==> src/hw/exu_macros.svh <==
// execute subsystem sizing
// data width, register index width and OITF depth shared by packages and RTL

`ifndef EXU_MACROS_SVH
`define EXU_MACROS_SVH

// data and address width
`define XLEN        32

// register file index
`define RFIDX_WIDTH 5

// outstanding long-pipe instructions, tag is log2 of depth
`define OITF_DEPTH  4
`define ITAG_WIDTH  2

`endif

==> src/hw/exu_pkg.sv <==
// execute subsystem types
// instruction formats, decoded operation and the load/store request

`include "exu_macros.svh"

package exu_pkg;

    // major opcodes
    localparam logic [6:0] OPC_OP    = 7'b0110011;
    localparam logic [6:0] OPC_OPIMM = 7'b0010011;
    localparam logic [6:0] OPC_LOAD  = 7'b0000011;
    localparam logic [6:0] OPC_STORE = 7'b0100011;

    // five codes, so three bits
    typedef enum logic [2:0] {
        OP_ADD,
        OP_ADDI,
        OP_LW,
        OP_SW,
        OP_ILL
    } exu_op_e;

    // I layout, rd sits where the S layout keeps imm_lo
    typedef struct packed {
        logic [11:0]             imm;
        logic [`RFIDX_WIDTH-1:0] rs1;
        logic [2:0]              funct3;
        logic [`RFIDX_WIDTH-1:0] rd;
        logic [6:0]              opcode;
    } instr_i_t;

    // S layout, imm_hi doubles as funct7 for R-type
    typedef struct packed {
        logic [6:0]              imm_hi;
        logic [`RFIDX_WIDTH-1:0] rs2;
        logic [`RFIDX_WIDTH-1:0] rs1;
        logic [2:0]              funct3;
        logic [4:0]              imm_lo;
        logic [6:0]              opcode;
    } instr_s_t;

    typedef union packed {
        instr_i_t i;
        instr_s_t s;
    } exu_instr_u;

    // one queued long-pipe access
    typedef struct packed {
        logic [`ITAG_WIDTH-1:0] tag;
        logic                   write;
        logic [`XLEN-1:0]       addr;
        logic [`XLEN-1:0]       wdata;
    } lsu_req_t;

endpackage

==> src/hw/apb_pkg.sv <==
// APB master types
// transfer phase encoding and the address/data bundle of one transfer

`include "exu_macros.svh"

package apb_pkg;

    typedef enum logic [1:0] {
        APB_IDLE,
        APB_SETUP,
        APB_ACCESS
    } apb_state_e;

    typedef struct packed {
        logic [`XLEN-1:0] paddr;
        logic             pwrite;
        logic [`XLEN-1:0] pwdata;
    } apb_req_t;

endpackage

==> src/hw/exu_disp_if.sv <==
// dispatch to OITF link
// register usage of the dispatching instruction, answered by
// OITF readiness, allocation tag and dependency matches

`timescale 1ns/1ps
`include "exu_macros.svh"

interface exu_disp_if;

    logic                    disp_ena;
    logic                    rs1en;
    logic                    rs2en;
    logic                    rdwen;
    logic [`RFIDX_WIDTH-1:0] rs1idx;
    logic [`RFIDX_WIDTH-1:0] rs2idx;
    logic [`RFIDX_WIDTH-1:0] rdidx;

    logic                    disp_ready;
    logic [`ITAG_WIDTH-1:0]  dis_ptr;
    logic                    match_rs1;
    logic                    match_rs2;
    logic                    match_rd;

    modport disp (
        output disp_ena, rs1en, rs2en, rdwen, rs1idx, rs2idx, rdidx,
        input  disp_ready, dis_ptr, match_rs1, match_rs2, match_rd
    );

    modport oitf (
        input  disp_ena, rs1en, rs2en, rdwen, rs1idx, rs2idx, rdidx,
        output disp_ready, dis_ptr, match_rs1, match_rs2, match_rd
    );

endinterface

==> src/hw/exu_disp.sv <==
// dispatch stage
// decodes ADD/ADDI/LW/SW, reads operands, stalls on OITF hazards,
// executes ALU ops in place and hands loads/stores to the LSU

`timescale 1ns/1ps
`include "exu_macros.svh"

module exu_disp (
    input  logic                    clk,
    input  logic                    reset,
    input  logic                    instr_valid,
    input  exu_pkg::exu_instr_u     instr_word,
    output logic                    instr_ready,
    output logic [`RFIDX_WIDTH-1:0] rs1_idx,
    output logic [`RFIDX_WIDTH-1:0] rs2_idx,
    input  logic [`XLEN-1:0]        rs1_data,
    input  logic [`XLEN-1:0]        rs2_data,
    input  logic                    alu_grant,
    output logic                    alu_wen,
    output logic [`RFIDX_WIDTH-1:0] alu_rdidx,
    output logic [`XLEN-1:0]        alu_data,
    output logic                    lsu_valid,
    output exu_pkg::lsu_req_t       lsu_req,
    exu_disp_if.disp                oitf
);
    import exu_pkg::*;

    exu_op_e          op;
    logic             is_alu;
    logic             is_long;
    logic             hazard;
    logic             fire;
    logic [`XLEN-1:0] imm_i;
    logic [`XLEN-1:0] imm_s;

    // ========================================================================
    // decode
    // ========================================================================
    always_comb begin
        op = OP_ILL;
        case (instr_word.i.opcode)
            OPC_OP: begin
                if (instr_word.i.funct3 == 3'b000 && instr_word.s.imm_hi == 7'b0) begin
                    op = OP_ADD;
                end
            end
            OPC_OPIMM: begin
                if (instr_word.i.funct3 == 3'b000) begin
                    op = OP_ADDI;
                end
            end
            OPC_LOAD: begin
                if (instr_word.i.funct3 == 3'b010) begin
                    op = OP_LW;
                end
            end
            OPC_STORE: begin
                if (instr_word.s.funct3 == 3'b010) begin
                    op = OP_SW;
                end
            end
            default: op = OP_ILL;
        endcase
    end

    assign is_alu  = (op == OP_ADD) || (op == OP_ADDI);
    assign is_long = (op == OP_LW) || (op == OP_SW);

    assign imm_i = {{(`XLEN-12){instr_word.i.imm[11]}}, instr_word.i.imm};
    assign imm_s = {{(`XLEN-12){instr_word.s.imm_hi[6]}},
                    instr_word.s.imm_hi, instr_word.s.imm_lo};

    // register usage as seen by the OITF
    assign rs1_idx      = instr_word.i.rs1;
    assign rs2_idx      = instr_word.s.rs2;
    assign oitf.rs1idx  = rs1_idx;
    assign oitf.rs2idx  = rs2_idx;
    assign oitf.rdidx   = instr_word.i.rd;
    assign oitf.rs1en   = is_alu || is_long;
    assign oitf.rs2en   = (op == OP_ADD) || (op == OP_SW);
    // x0 destinations never create a dependency
    assign oitf.rdwen   = (is_alu || op == OP_LW) && (instr_word.i.rd != '0);

    // ========================================================================
    // stall and issue
    // ========================================================================
    assign hazard = oitf.match_rs1 || oitf.match_rs2 || oitf.match_rd;

    // illegal words are accepted and dropped
    assign instr_ready = !hazard &&
                         (is_long ? oitf.disp_ready : (is_alu ? alu_grant : 1'b1));
    assign fire        = instr_valid && instr_ready;

    assign alu_wen   = fire && is_alu;
    assign alu_rdidx = instr_word.i.rd;
    assign alu_data  = rs1_data + ((op == OP_ADD) ? rs2_data : imm_i);

    assign lsu_valid     = fire && is_long;
    assign oitf.disp_ena = lsu_valid;

    assign lsu_req.tag   = oitf.dis_ptr;
    assign lsu_req.write = (op == OP_SW);
    assign lsu_req.addr  = rs1_data + ((op == OP_SW) ? imm_s : imm_i);
    assign lsu_req.wdata = rs2_data;

    // each long-pipe issue takes the next OITF tag
    a_alloc_tag: assert property (@(posedge clk) disable iff (reset)
        lsu_valid |=> (oitf.dis_ptr == $past(oitf.dis_ptr) + 1'b1));

endmodule

==> src/hw/exu_oitf.sv <==
// outstanding instruction track FIFO
// one entry per load/store in flight, allocated at dispatch and freed
// at retirement; entry destinations are matched against new instructions

`timescale 1ns/1ps
`include "exu_macros.svh"

module exu_oitf (
    input  logic                    clk,
    input  logic                    reset,
    input  logic                    ret_ena,
    output logic [`ITAG_WIDTH-1:0]  ret_ptr,
    output logic [`RFIDX_WIDTH-1:0] ret_rdidx,
    output logic                    ret_rdwen,
    output logic                    oitf_empty,
    exu_disp_if.oitf                disp
);

    logic [`ITAG_WIDTH-1:0]  alc_ptr;
    logic                    alc_flg;
    logic                    ret_flg;
    logic                    oitf_full;
    logic [`OITF_DEPTH-1:0]  vld;
    logic [`OITF_DEPTH-1:0]  rdwen_q;
    logic [`RFIDX_WIDTH-1:0] rdidx_q [`OITF_DEPTH];
    logic [`OITF_DEPTH-1:0]  hit_rs1;
    logic [`OITF_DEPTH-1:0]  hit_rs2;
    logic [`OITF_DEPTH-1:0]  hit_rd;

    // ========================================================================
    // pointers
    // ========================================================================
    // the wrap flag rides above the pointer as the carry bit
    always_ff @(posedge clk) begin
        if (reset) begin
            alc_ptr <= '0;
            alc_flg <= 1'b0;
            ret_ptr <= '0;
            ret_flg <= 1'b0;
        end else begin
            if (disp.disp_ena) begin
                {alc_flg, alc_ptr} <= {alc_flg, alc_ptr} + 1'b1;
            end
            if (ret_ena) begin
                {ret_flg, ret_ptr} <= {ret_flg, ret_ptr} + 1'b1;
            end
        end
    end

    assign oitf_empty = (alc_ptr == ret_ptr) && (alc_flg == ret_flg);
    assign oitf_full  = (alc_ptr == ret_ptr) && (alc_flg != ret_flg);

    assign disp.disp_ready = !oitf_full;
    assign disp.dis_ptr    = alc_ptr;

    // ========================================================================
    // entries
    // ========================================================================
    always_ff @(posedge clk) begin
        if (reset) begin
            vld <= '0;
        end else begin
            for (int i = 0; i < `OITF_DEPTH; i++) begin
                if (disp.disp_ena && alc_ptr == i) begin
                    vld[i] <= 1'b1;
                end else if (ret_ena && ret_ptr == i) begin
                    vld[i] <= 1'b0;
                end
            end
        end
    end

    always_ff @(posedge clk) begin
        if (disp.disp_ena) begin
            rdidx_q[alc_ptr] <= disp.rdidx;
            rdwen_q[alc_ptr] <= disp.rdwen;
        end
    end

    // dependency check against every live destination
    always_comb begin
        for (int i = 0; i < `OITF_DEPTH; i++) begin
            hit_rs1[i] = vld[i] && rdwen_q[i] && disp.rs1en && (rdidx_q[i] == disp.rs1idx);
            hit_rs2[i] = vld[i] && rdwen_q[i] && disp.rs2en && (rdidx_q[i] == disp.rs2idx);
            hit_rd[i]  = vld[i] && rdwen_q[i] && disp.rdwen && (rdidx_q[i] == disp.rdidx);
        end
    end

    assign disp.match_rs1 = |hit_rs1;
    assign disp.match_rs2 = |hit_rs2;
    assign disp.match_rd  = |hit_rd;

    assign ret_rdidx = rdidx_q[ret_ptr];
    assign ret_rdwen = rdwen_q[ret_ptr];

    a_no_ret_empty: assert property (@(posedge clk) disable iff (reset)
        ret_ena |-> !oitf_empty);

    a_no_alc_full: assert property (@(posedge clk) disable iff (reset)
        disp.disp_ena |-> !oitf_full);

endmodule

==> src/hw/exu_regfile.sv <==
// integer register file
// x1..x31 with two operand read ports, one write port and a debug read port;
// x0 is hardwired to zero

`timescale 1ns/1ps
`include "exu_macros.svh"

module exu_regfile (
    input  logic                    clk,
    input  logic                    reset,
    input  logic [`RFIDX_WIDTH-1:0] rs1_idx,
    input  logic [`RFIDX_WIDTH-1:0] rs2_idx,
    output logic [`XLEN-1:0]        rs1_data,
    output logic [`XLEN-1:0]        rs2_data,
    input  logic                    wen,
    input  logic [`RFIDX_WIDTH-1:0] wr_idx,
    input  logic [`XLEN-1:0]        wr_data,
    input  logic [`RFIDX_WIDTH-1:0] dbg_rdidx,
    output logic [`XLEN-1:0]        dbg_rdata
);

    localparam int NREGS = 1 << `RFIDX_WIDTH;

    logic [`XLEN-1:0] regs [1:NREGS-1];

    function automatic logic [`XLEN-1:0] rd_reg(input logic [`RFIDX_WIDTH-1:0] idx);
        return (idx == '0) ? '0 : regs[idx];
    endfunction

    always_ff @(posedge clk) begin
        if (reset) begin
            for (int i = 1; i < NREGS; i++) begin
                regs[i] <= '0;
            end
        end else if (wen && wr_idx != '0) begin
            regs[wr_idx] <= wr_data;
        end
    end

    assign rs1_data  = rd_reg(rs1_idx);
    assign rs2_data  = rd_reg(rs2_idx);
    assign dbg_rdata = rd_reg(dbg_rdidx);

endmodule

==> src/hw/exu_lsu.sv <==
// load/store unit
// in-order request queue drained one APB transfer at a time;
// each completed transfer retires the oldest OITF entry

`timescale 1ns/1ps
`include "exu_macros.svh"

module exu_lsu (
    input  logic                   clk,
    input  logic                   reset,
    input  logic                   lsu_valid,
    input  exu_pkg::lsu_req_t      lsu_req,
    input  logic [`ITAG_WIDTH-1:0] ret_ptr,
    output logic                   ret_ena,
    output logic                   ld_wen,
    output logic [`XLEN-1:0]       ld_data,
    output logic                   psel,
    output logic                   penable,
    output logic                   pwrite,
    output logic [`XLEN-1:0]       paddr,
    output logic [`XLEN-1:0]       pwdata,
    input  logic [`XLEN-1:0]       prdata,
    input  logic                   pready
);
    import exu_pkg::*;
    import apb_pkg::*;

    lsu_req_t               queue [`OITF_DEPTH];
    lsu_req_t               head;
    logic [`ITAG_WIDTH-1:0] wr_ptr;
    logic [`ITAG_WIDTH-1:0] rd_ptr;
    logic [`ITAG_WIDTH:0]   count;
    logic                   done;
    apb_state_e             state;
    apb_req_t               apb_req;

    // ========================================================================
    // request queue
    // ========================================================================
    // same depth as the OITF, so a push always finds room
    always_ff @(posedge clk) begin
        if (lsu_valid) begin
            queue[wr_ptr] <= lsu_req;
        end
    end

    always_ff @(posedge clk) begin
        if (reset) begin
            wr_ptr <= '0;
            rd_ptr <= '0;
            count  <= '0;
        end else begin
            if (lsu_valid) begin
                wr_ptr <= wr_ptr + 1'b1;
            end
            if (done) begin
                rd_ptr <= rd_ptr + 1'b1;
            end
            case ({lsu_valid, done})
                2'b10:   count <= count + 1'b1;
                2'b01:   count <= count - 1'b1;
                default: count <= count;
            endcase
        end
    end

    assign head = queue[rd_ptr];

    // ========================================================================
    // APB master
    // ========================================================================
    always_ff @(posedge clk) begin
        if (reset) begin
            state <= APB_IDLE;
        end else begin
            case (state)
                APB_IDLE:   if (count != '0) state <= APB_SETUP;
                APB_SETUP:  state <= APB_ACCESS;
                APB_ACCESS: if (pready) state <= APB_IDLE;
                default:    state <= APB_IDLE;
            endcase
        end
    end

    // head stays put until its transfer completes
    assign apb_req.paddr  = head.addr;
    assign apb_req.pwrite = head.write;
    assign apb_req.pwdata = head.wdata;

    assign psel    = (state != APB_IDLE);
    assign penable = (state == APB_ACCESS);
    assign paddr   = apb_req.paddr;
    assign pwrite  = apb_req.pwrite;
    assign pwdata  = apb_req.pwdata;

    assign done    = penable && pready;
    assign ret_ena = done;
    assign ld_wen  = done && !head.write;
    assign ld_data = prdata;

    // queue and OITF retire in the same order
    a_ret_tag: assert property (@(posedge clk) disable iff (reset)
        ret_ena |-> (head.tag == ret_ptr));

endmodule

==> src/hw/exu_wbck.sv <==
// write-back arbiter
// merges load retirement and ALU results onto the single register write
// port, loads first

`timescale 1ns/1ps
`include "exu_macros.svh"

module exu_wbck (
    input  logic                    ld_wen,
    input  logic [`RFIDX_WIDTH-1:0] ld_rdidx,
    input  logic [`XLEN-1:0]        ld_data,
    input  logic                    alu_wen,
    input  logic [`RFIDX_WIDTH-1:0] alu_rdidx,
    input  logic [`XLEN-1:0]        alu_data,
    output logic                    alu_grant,
    output logic                    wen,
    output logic [`RFIDX_WIDTH-1:0] wr_idx,
    output logic [`XLEN-1:0]        wr_data
);

    // ALU loses whenever a load retires
    assign alu_grant = !ld_wen;

    assign wen     = ld_wen || alu_wen;
    assign wr_idx  = ld_wen ? ld_rdidx : alu_rdidx;
    assign wr_data = ld_wen ? ld_data : alu_data;

    // dispatch must hold ALU ops while the grant is low
    a_alu_grant: assert final (!(alu_wen && !alu_grant))
        else $error("ALU write without grant");

endmodule

==> src/hw/exu_top.sv <==
// execute subsystem top
// dispatch, OITF, register file, load/store unit and write-back,
// with an instruction stream in, an APB master out and a debug read port

`timescale 1ns/1ps
`include "exu_macros.svh"

module exu_top (
    input  logic                    clk,
    input  logic                    reset,
    input  logic                    instr_valid,
    input  logic [`XLEN-1:0]        instr_word,
    output logic                    instr_ready,
    output logic                    psel,
    output logic                    penable,
    output logic                    pwrite,
    output logic [`XLEN-1:0]        paddr,
    output logic [`XLEN-1:0]        pwdata,
    input  logic [`XLEN-1:0]        prdata,
    input  logic                    pready,
    input  logic [`RFIDX_WIDTH-1:0] dbg_rdidx,
    output logic [`XLEN-1:0]        dbg_rdata
);
    import exu_pkg::*;

    logic [`RFIDX_WIDTH-1:0] rs1_idx;
    logic [`RFIDX_WIDTH-1:0] rs2_idx;
    logic [`XLEN-1:0]        rs1_data;
    logic [`XLEN-1:0]        rs2_data;
    logic                    alu_grant;
    logic                    alu_wen;
    logic [`RFIDX_WIDTH-1:0] alu_rdidx;
    logic [`XLEN-1:0]        alu_data;
    logic                    lsu_valid;
    lsu_req_t                lsu_req;
    logic                    ret_ena;
    logic [`ITAG_WIDTH-1:0]  ret_ptr;
    logic [`RFIDX_WIDTH-1:0] ret_rdidx;
    logic                    ret_rdwen;
    logic                    ld_wen;
    logic                    ld_rd_wen;
    logic [`XLEN-1:0]        ld_data;
    logic                    wb_wen;
    logic [`RFIDX_WIDTH-1:0] wb_idx;
    logic [`XLEN-1:0]        wb_data;

    exu_disp_if disp_if ();

    // loads to x0 retire without a register write
    assign ld_rd_wen = ld_wen && ret_rdwen;

    exu_disp exu_disp_i (
        .clk         (clk),
        .reset       (reset),
        .instr_valid (instr_valid),
        .instr_word  (instr_word),
        .instr_ready (instr_ready),
        .rs1_idx     (rs1_idx),
        .rs2_idx     (rs2_idx),
        .rs1_data    (rs1_data),
        .rs2_data    (rs2_data),
        .alu_grant   (alu_grant),
        .alu_wen     (alu_wen),
        .alu_rdidx   (alu_rdidx),
        .alu_data    (alu_data),
        .lsu_valid   (lsu_valid),
        .lsu_req     (lsu_req),
        .oitf        (disp_if.disp)
    );

    exu_oitf exu_oitf_i (
        .clk        (clk),
        .reset      (reset),
        .ret_ena    (ret_ena),
        .ret_ptr    (ret_ptr),
        .ret_rdidx  (ret_rdidx),
        .ret_rdwen  (ret_rdwen),
        .oitf_empty (),
        .disp       (disp_if.oitf)
    );

    exu_regfile exu_regfile_i (
        .clk       (clk),
        .reset     (reset),
        .rs1_idx   (rs1_idx),
        .rs2_idx   (rs2_idx),
        .rs1_data  (rs1_data),
        .rs2_data  (rs2_data),
        .wen       (wb_wen),
        .wr_idx    (wb_idx),
        .wr_data   (wb_data),
        .dbg_rdidx (dbg_rdidx),
        .dbg_rdata (dbg_rdata)
    );

    exu_lsu exu_lsu_i (
        .clk       (clk),
        .reset     (reset),
        .lsu_valid (lsu_valid),
        .lsu_req   (lsu_req),
        .ret_ptr   (ret_ptr),
        .ret_ena   (ret_ena),
        .ld_wen    (ld_wen),
        .ld_data   (ld_data),
        .psel      (psel),
        .penable   (penable),
        .pwrite    (pwrite),
        .paddr     (paddr),
        .pwdata    (pwdata),
        .prdata    (prdata),
        .pready    (pready)
    );

    exu_wbck exu_wbck_i (
        .ld_wen    (ld_rd_wen),
        .ld_rdidx  (ret_rdidx),
        .ld_data   (ld_data),
        .alu_wen   (alu_wen),
        .alu_rdidx (alu_rdidx),
        .alu_data  (alu_data),
        .alu_grant (alu_grant),
        .wen       (wb_wen),
        .wr_idx    (wb_idx),
        .wr_data   (wb_data)
    );

endmodule

==> config.mk <==
export PLATFORM = sky130hd
export DESIGN_NAME = exu_top
export DESIGN_NICKNAME = d
export VERILOG_FILES = /design/src/hw/exu_pkg.sv /design/src/hw/apb_pkg.sv /design/src/hw/exu_disp_if.sv /design/src/hw/exu_disp.sv /design/src/hw/exu_oitf.sv /design/src/hw/exu_regfile.sv /design/src/hw/exu_lsu.sv /design/src/hw/exu_wbck.sv /design/src/hw/exu_top.sv
export VERILOG_INCLUDE_DIRS = /design/src /design/src/hw
export SDC_FILE = /design/constraint.sdc
export NUM_CORES = 2
export LEC_CHECK = 0
export BUFFER_PORTS_ARGS = -buffer_cell sky130_fd_sc_hd__buf_4
export CAP_MARGIN = 20
export CORE_ASPECT_RATIO = 1.25
export CORE_MARGIN = 3
export CORE_UTILIZATION = 30
export DETAILED_ROUTE_END_ITERATION = 12
export GPL_TIMING_DRIVEN = 0
export SYNTH_ARGS = -nofsm -noshare
export SYNTH_HDL_FRONTEND = slang
export SYNTH_SLANG_ARGS = --single-unit
==> constraint.sdc <==
create_clock -name clk -period 6.22 [get_ports clk]
set_input_delay 1.244 -clock clk [delete_from_list [all_inputs] [get_ports clk]]
set_output_delay 1.244 -clock clk [all_outputs]
set_load 0.005 [all_outputs]
# After elaboration in Yosys (flattened, before gate mapping)
# Memory sizes are Yosys's and may differ from the RTL's. A register that Yosys moved wholly into a read port is not among the register bits.
# Index checks and enable logic that the tools add are counted.
# totals
register_bits	23
ram_bits	1280
output_inout_bits	100
elab_cells	189
n_memories	3
# mem_list
memory	words	width	read_ports	rd_ports_with_merged_regs	wr	line	source
exu_regfile_i.regs	31	32	3	0	31	exu_regfile.sv:24	logic [`XLEN-1:0] regs [1:NREGS-1];
exu_lsu_i.queue	4	67	1	1	1	exu_lsu.sv:28	lsu_req_t queue [`OITF_DEPTH];
exu_oitf_i.rdidx_q	4	5	5	1	1	exu_oitf.sv:25	logic [`RFIDX_WIDTH-1:0] rdidx_q [`OITF_DEPTH];
# op_classes
add_sub_neg	8
magnitude_cmp	3
n_eq_ne	34
muxes	45
reduce_logical	83
# ops
operator	n
32-bit 2-to-1 mux	6
32-bit adder	2
5-bit == test	12
1-bit logical AND	48
32-bit OR reduction	1
1-bit 2-to-1 mux	20
5-bit zero test	3
5-bit 2-to-1 mux	3
7-bit by 6-bit == test with 1-bit output (second input constant)	2
2-bit == test (second input constant)	6
2-bit 2-to-1 mux	6
3-bit 2-to-1 mux	4
3-bit case mux with 4 select lines	1
2-bit nonzero test	6
4-bit OR reduction	3
5-bit nonzero test	2
3-bit by 1-bit adder with 3-bit output (second input constant)	3
3-bit by 2-bit == test with 1-bit output (second input constant)	3
2-bit by 1-bit == test with 1-bit output (second input constant)	4
1-bit logical OR	8
7-bit by 2-bit == test with 1-bit output (second input constant)	1
7-bit by 5-bit == test with 1-bit output (second input constant)	1
7-bit zero test	1
2-bit zero test	3
other kinds (18)	24

# Depth between registers and ports, before layout
# depth
depth_word	23
ltp_mapped	25
depth_no_buf	18

# By module
# From an unflattened synthesis, not the netlist that was laid out.
# unflattened
hier_cells	5617
area_unflattened_um2	79784.0
# by_module_without_submodules
module	instances	cells_each	area_per_inst_um2
exu_regfile	1	4321	62568.8
exu_lsu	1	429	10144.7
exu_disp	1	635	4405.5
exu_oitf	1	188	2164.6
exu_wbck	1	43	494.2
exu_top	1	1	6.3

# Worst setup path after synthesis
# No wires, ideal clock.
# synth_timing
kind	in2reg
start	input port instr_word[15]
end	memory exu_regfile_i.regs[12][19] in the netlist's numbering (data pin)
setup_ns	0.266
arrival_ns	6.468
path_slack_ns	-0.514
stages	19
path_buffers	5
path_cell_list	buf_2 buf_2 buf_1 buf_1 mux4_2 mux4_2 mux2i_1 nor2_1 ha_1 a211oi_1 nor2_1 o41ai_1 nand2_1 a21o_1 a21o_1 a2111o_1 o221ai_1 clkbuf_1 nor2_1
# synth_lines
item	line	source
from (decl)	exu_top.sv:12	input logic [`XLEN-1:0] instr_word,
to (decl)	exu_regfile.sv:24	

# Worst setup path after layout
# layout_timing
start	input port dbg_rdidx[0]
end	output port dbg_rdata[26]
# layout_between
elab_chain_cells	2
word_cells_on_any_way	3
cone_classes	mux: 1; reduce/logical: 1; memory: 1
# layout_rtl
item	line	source
from (decl)	exu_top.sv:21	input logic [`RFIDX_WIDTH-1:0] dbg_rdidx,
memory 31 x 32 bit / 5-bit zero test (equally long branches)	-	
32-bit 2-to-1 mux *	exu_regfile.sv:27	return (idx == '0) ? '0 : regs[idx];
to (decl)	exu_top.sv:22	output logic [`XLEN-1:0] dbg_rdata
# Every way passes the cells marked *; elsewhere a longest branch is shown, timed or not.

==> impl_results.md <==
* Status: complete, but fails checks
* Failing checks: setup timing
* Hold buffer count at cts at 0
* Synth area leader: edfxtp_1
* Area of the mapped netlist at between 0.07 and 0.08 mm^2
* Clock Skews at 50.1 ps
* Post-route ant nets at 0
* GPL Wtd Cong at 1.02
* CP Launch Type: input port
* Crit path capture type: output port
* Tcrit/Tclk final at 1.03
* FF-to-FF End: exu_regfile_i.regs[8][20]$_SDFFCE_PN0P_
* Worst Slack Setup Final at -175 ps
* CTS tree: yes
* Share of cells above drive strength 1 at 0.364
* Die ar. at 0.260 mm^2
* Top cell type's share of synthesized area at 0.516
* R2r worst-path depth at 10
* Netlist cell types at 68
* WL final at 325000 um
* Crit path required time at around 5000 ps
* Tightest Pin Transition at 1260 ps
* Mean Syn Cell Area at 15.2 um^2
* EDFF count, synth at 1308
* Clk pin slew, worst setup/hold paths at 60 ps
* R2R setup slack at approximately 530 ps
* Crit Path Class: input port to output port
* Critical Path Fanout Max at 10
* Cts bufs inserted at 137
* Non-Filler Instances at roughly 9000
* Final Hold Fails at 0
* Die Span Y at about 570 um
* Post-DP HPWL at 252000 um
* Initial Utilization at 0.302
* # fillers at approximately 24000
* Largest net degree at the start of global routing at 33
* # IOs at approximately 170
* Number of buffers added on ports at ~160
* Area grow syn2layout at 20.2%
* H-tree lvl count at 4
* Number of global-route vias before repair at around 53000
* Ys async rst share at 0
* Vias per inst at 5.99
* RR Startpoint: exu_oitf_i.rdidx_q[2][1]$_DFFE_PP_
* WP data arrival at 5150 ps
* Ys Warns at 0
* Clk_lat worst skew at 830 ps
* Commonest cells in the netlist: 1308 x edfxtp_1, 1148 x nor2_1, 947 x mux4_2
* DRC at 0
* Gr ovfl total at 0
* Max Slew Vio Count at 0
* PD cells at 274 mW/mm^2
* Fmax at 0.156 GHz
* Clock Tree Root: clkbuf_16
* Placed instance count at 8622
* Worst hold path endpoint: exu_oitf_i.vld[3]$_SDFFE_PP0P_
* Sink Count at between 1000 and 1500
* Initial antenna violation count at 17
* Main area contributors after synthesis: edfxtp_1 52%, mux4_2 28%, nor2_1 5.7%
* Hold_sp: exu_oitf_i.vld[3]$_SDFFE_PP0P_
* Total track usage at 0.246
* Most frequent cell after synthesis: edfxtp_1
* Core area at 0.252 mm^2
* WL per Instance at 36.2 um
* Register area share after synthesis at 0.522
* Max cap viols at 0
* Peak supply drop at 0.295 mV
* Max-slew headroom at 0.163
* Setup violators final at 102
* Post-layout net count at 5675
* Crit path time final at 6390 ps
* Leakage at roughly 0.033 uW
* DRT Pass-1 Iters at 8
* Post-Syn Instances at 4995
* Type of the most critical hold path: register to register
* Die X-Extent at approximately 460 um
* Via total after detailed routing at 53741
* Setup_tns at -4620 ps
* Initial DRC count at approximately 8600
* Rows at about 210
* Hold path depth at 2
* Top FF cell, synth: edfxtp_1
* Register bit total from synthesis at about 1300
* First-pass GRT wire length at 436000 um
* Longest Clk Path Bufs at 3
-- layout by cell type (no fill, tap or decap), types with 17 or more instances in the layout --
master,n
o22ai_1,26
a21o_1,54
ha_1,70
xnor2_1,88
mux4_2,947
inv_1,62
buf_6,83
buf_12,62
clkbuf_4,36
clkbuf_1,141
buf_4,263
mux2i_2,17
xor2_1,35
dfxtp_1,23
nor2_1,1137
o21ai_0,19
buf_16,19
clkinv_2,17
bufinv_16,19
nand4_1,19
mux2_2,39
a21oi_1,66
buf_8,76
clkinv_1,28
conb_1,32
buf_1,38
clkbuf_2,78
mux2i_1,147
edfxtp_1,1308
o221ai_1,19
nor3_1,22
clkbuf_8,21
nand2_1,95
clkbuf_16,148
buf_2,56
a211oi_1,19
nand2b_1,18
-- registers in the layout, summed over array words and instances (netlist names), 3 cells and up, named ones only --
signal              flops
exu_regfile_i.regs   1024
exu_oitf_i.vld          4
exu_lsu_i.count         3
exu_oitf_i.rdwen_q      4
exu_oitf_i.rdidx_q     20
exu_lsu_i.queue       260
-- worst max-delay path: stages --
cell and delay (ps):
clkbuf_1 550, clkbuf_2 540, buf_1 520, buf_16 220, mux4_2 520, mux4_2 470, mux2i_1 780, nor2_1 100
buf_4 180
-- cells by family (layout without fill, tap and decap cells) --
kind of cell / count (synthesis) / after routing / synth area share
compound gates: 346 / 346 / 0.0326
flops: 1331 / 1331 / 0.522
buf+inv: 557 / 1167 / 0.0342
xor+xnor: 126 / 126 / 0.0145
simple gates: 1393 / 1393 / 0.0737
other cells: 1 / 45 / 0.0000493
fa+ha+maj: 78 / 78 / 0.0131
mux: 1163 / 1163 / 0.309
-- report_power, final --
group	switching [uW]	internal (uW)	leakage [uW]
Combinational	3660	2130	0.0170
Clock	3750	5030	0.00224
Sequential	199	10300	0.0133
-- layout make-up --
class                           count  area, um^2  area share
Sequential cell                  1331       39700       0.434
Multi-Input combinational cell   3138       34900       0.382
Tap cell                         3328        4160      0.0455
Timing Repair Buffer              367        4000      0.0438
Buffer                            486        3750      0.0410
Clock buffer                      172        3710      0.0405
Clock inverter                     79         912     0.00997
Inverter                           63         236     0.00259
Antenna cell                       13        32.5    0.000356
-- stage by stage --
step                       util  setup WS [ps]  cell area (um^2)  hold slack (ps)  power [uW]
final                     0.363           -175             91500              483       25000
after global routing      0.363          -15.8             91400              502       25500
after CTS                 0.358           -262             90200              479       24600
after detailed placement  0.331          -4250             83500              472       15600
after global placement    0.324          -5730             81700              464       15400
after floorplan               -           4.34             76300              437       13400
-- how the worst max path moves through the flow --
stage                     slack [ps]            from                                        to  cells after the start
after floorplan                    4  instr_word[15]  exu_regfile_i.regs[10][31]$_SDFFCE_PN0P_                     20
after global placement         -5730  instr_word[22]   exu_regfile_i.regs[9][31]$_SDFFCE_PN0P_                     20
after detailed placement       -4250  instr_word[21]  exu_regfile_i.regs[12][17]$_SDFFCE_PN0P_                     22
after CTS                       -260    dbg_rdidx[0]                             dbg_rdata[26]                      8
after global routing             -20  instr_word[20]  exu_regfile_i.regs[17][30]$_SDFFCE_PN0P_                     21
final                           -170    dbg_rdidx[0]                             dbg_rdata[26]                      9
-- layer usage --
metal,vias to the layer above,wire length [um],GRT usage
li1,20862,-,-
met3,1136,37100,0.0766
met1,27608,103000,0.265
met2,4125,153000,0.399
met4,10,32300,0.198
met5,-,66,0
-- timing repair --
item	CTS	global route
setup endpoints to repair	1153	902
resized for setup	492	179
cloned	5	0
pin swaps	9	15
buffers inserted	21	67
No activity file was read; power rests on OpenSTA's default activity.
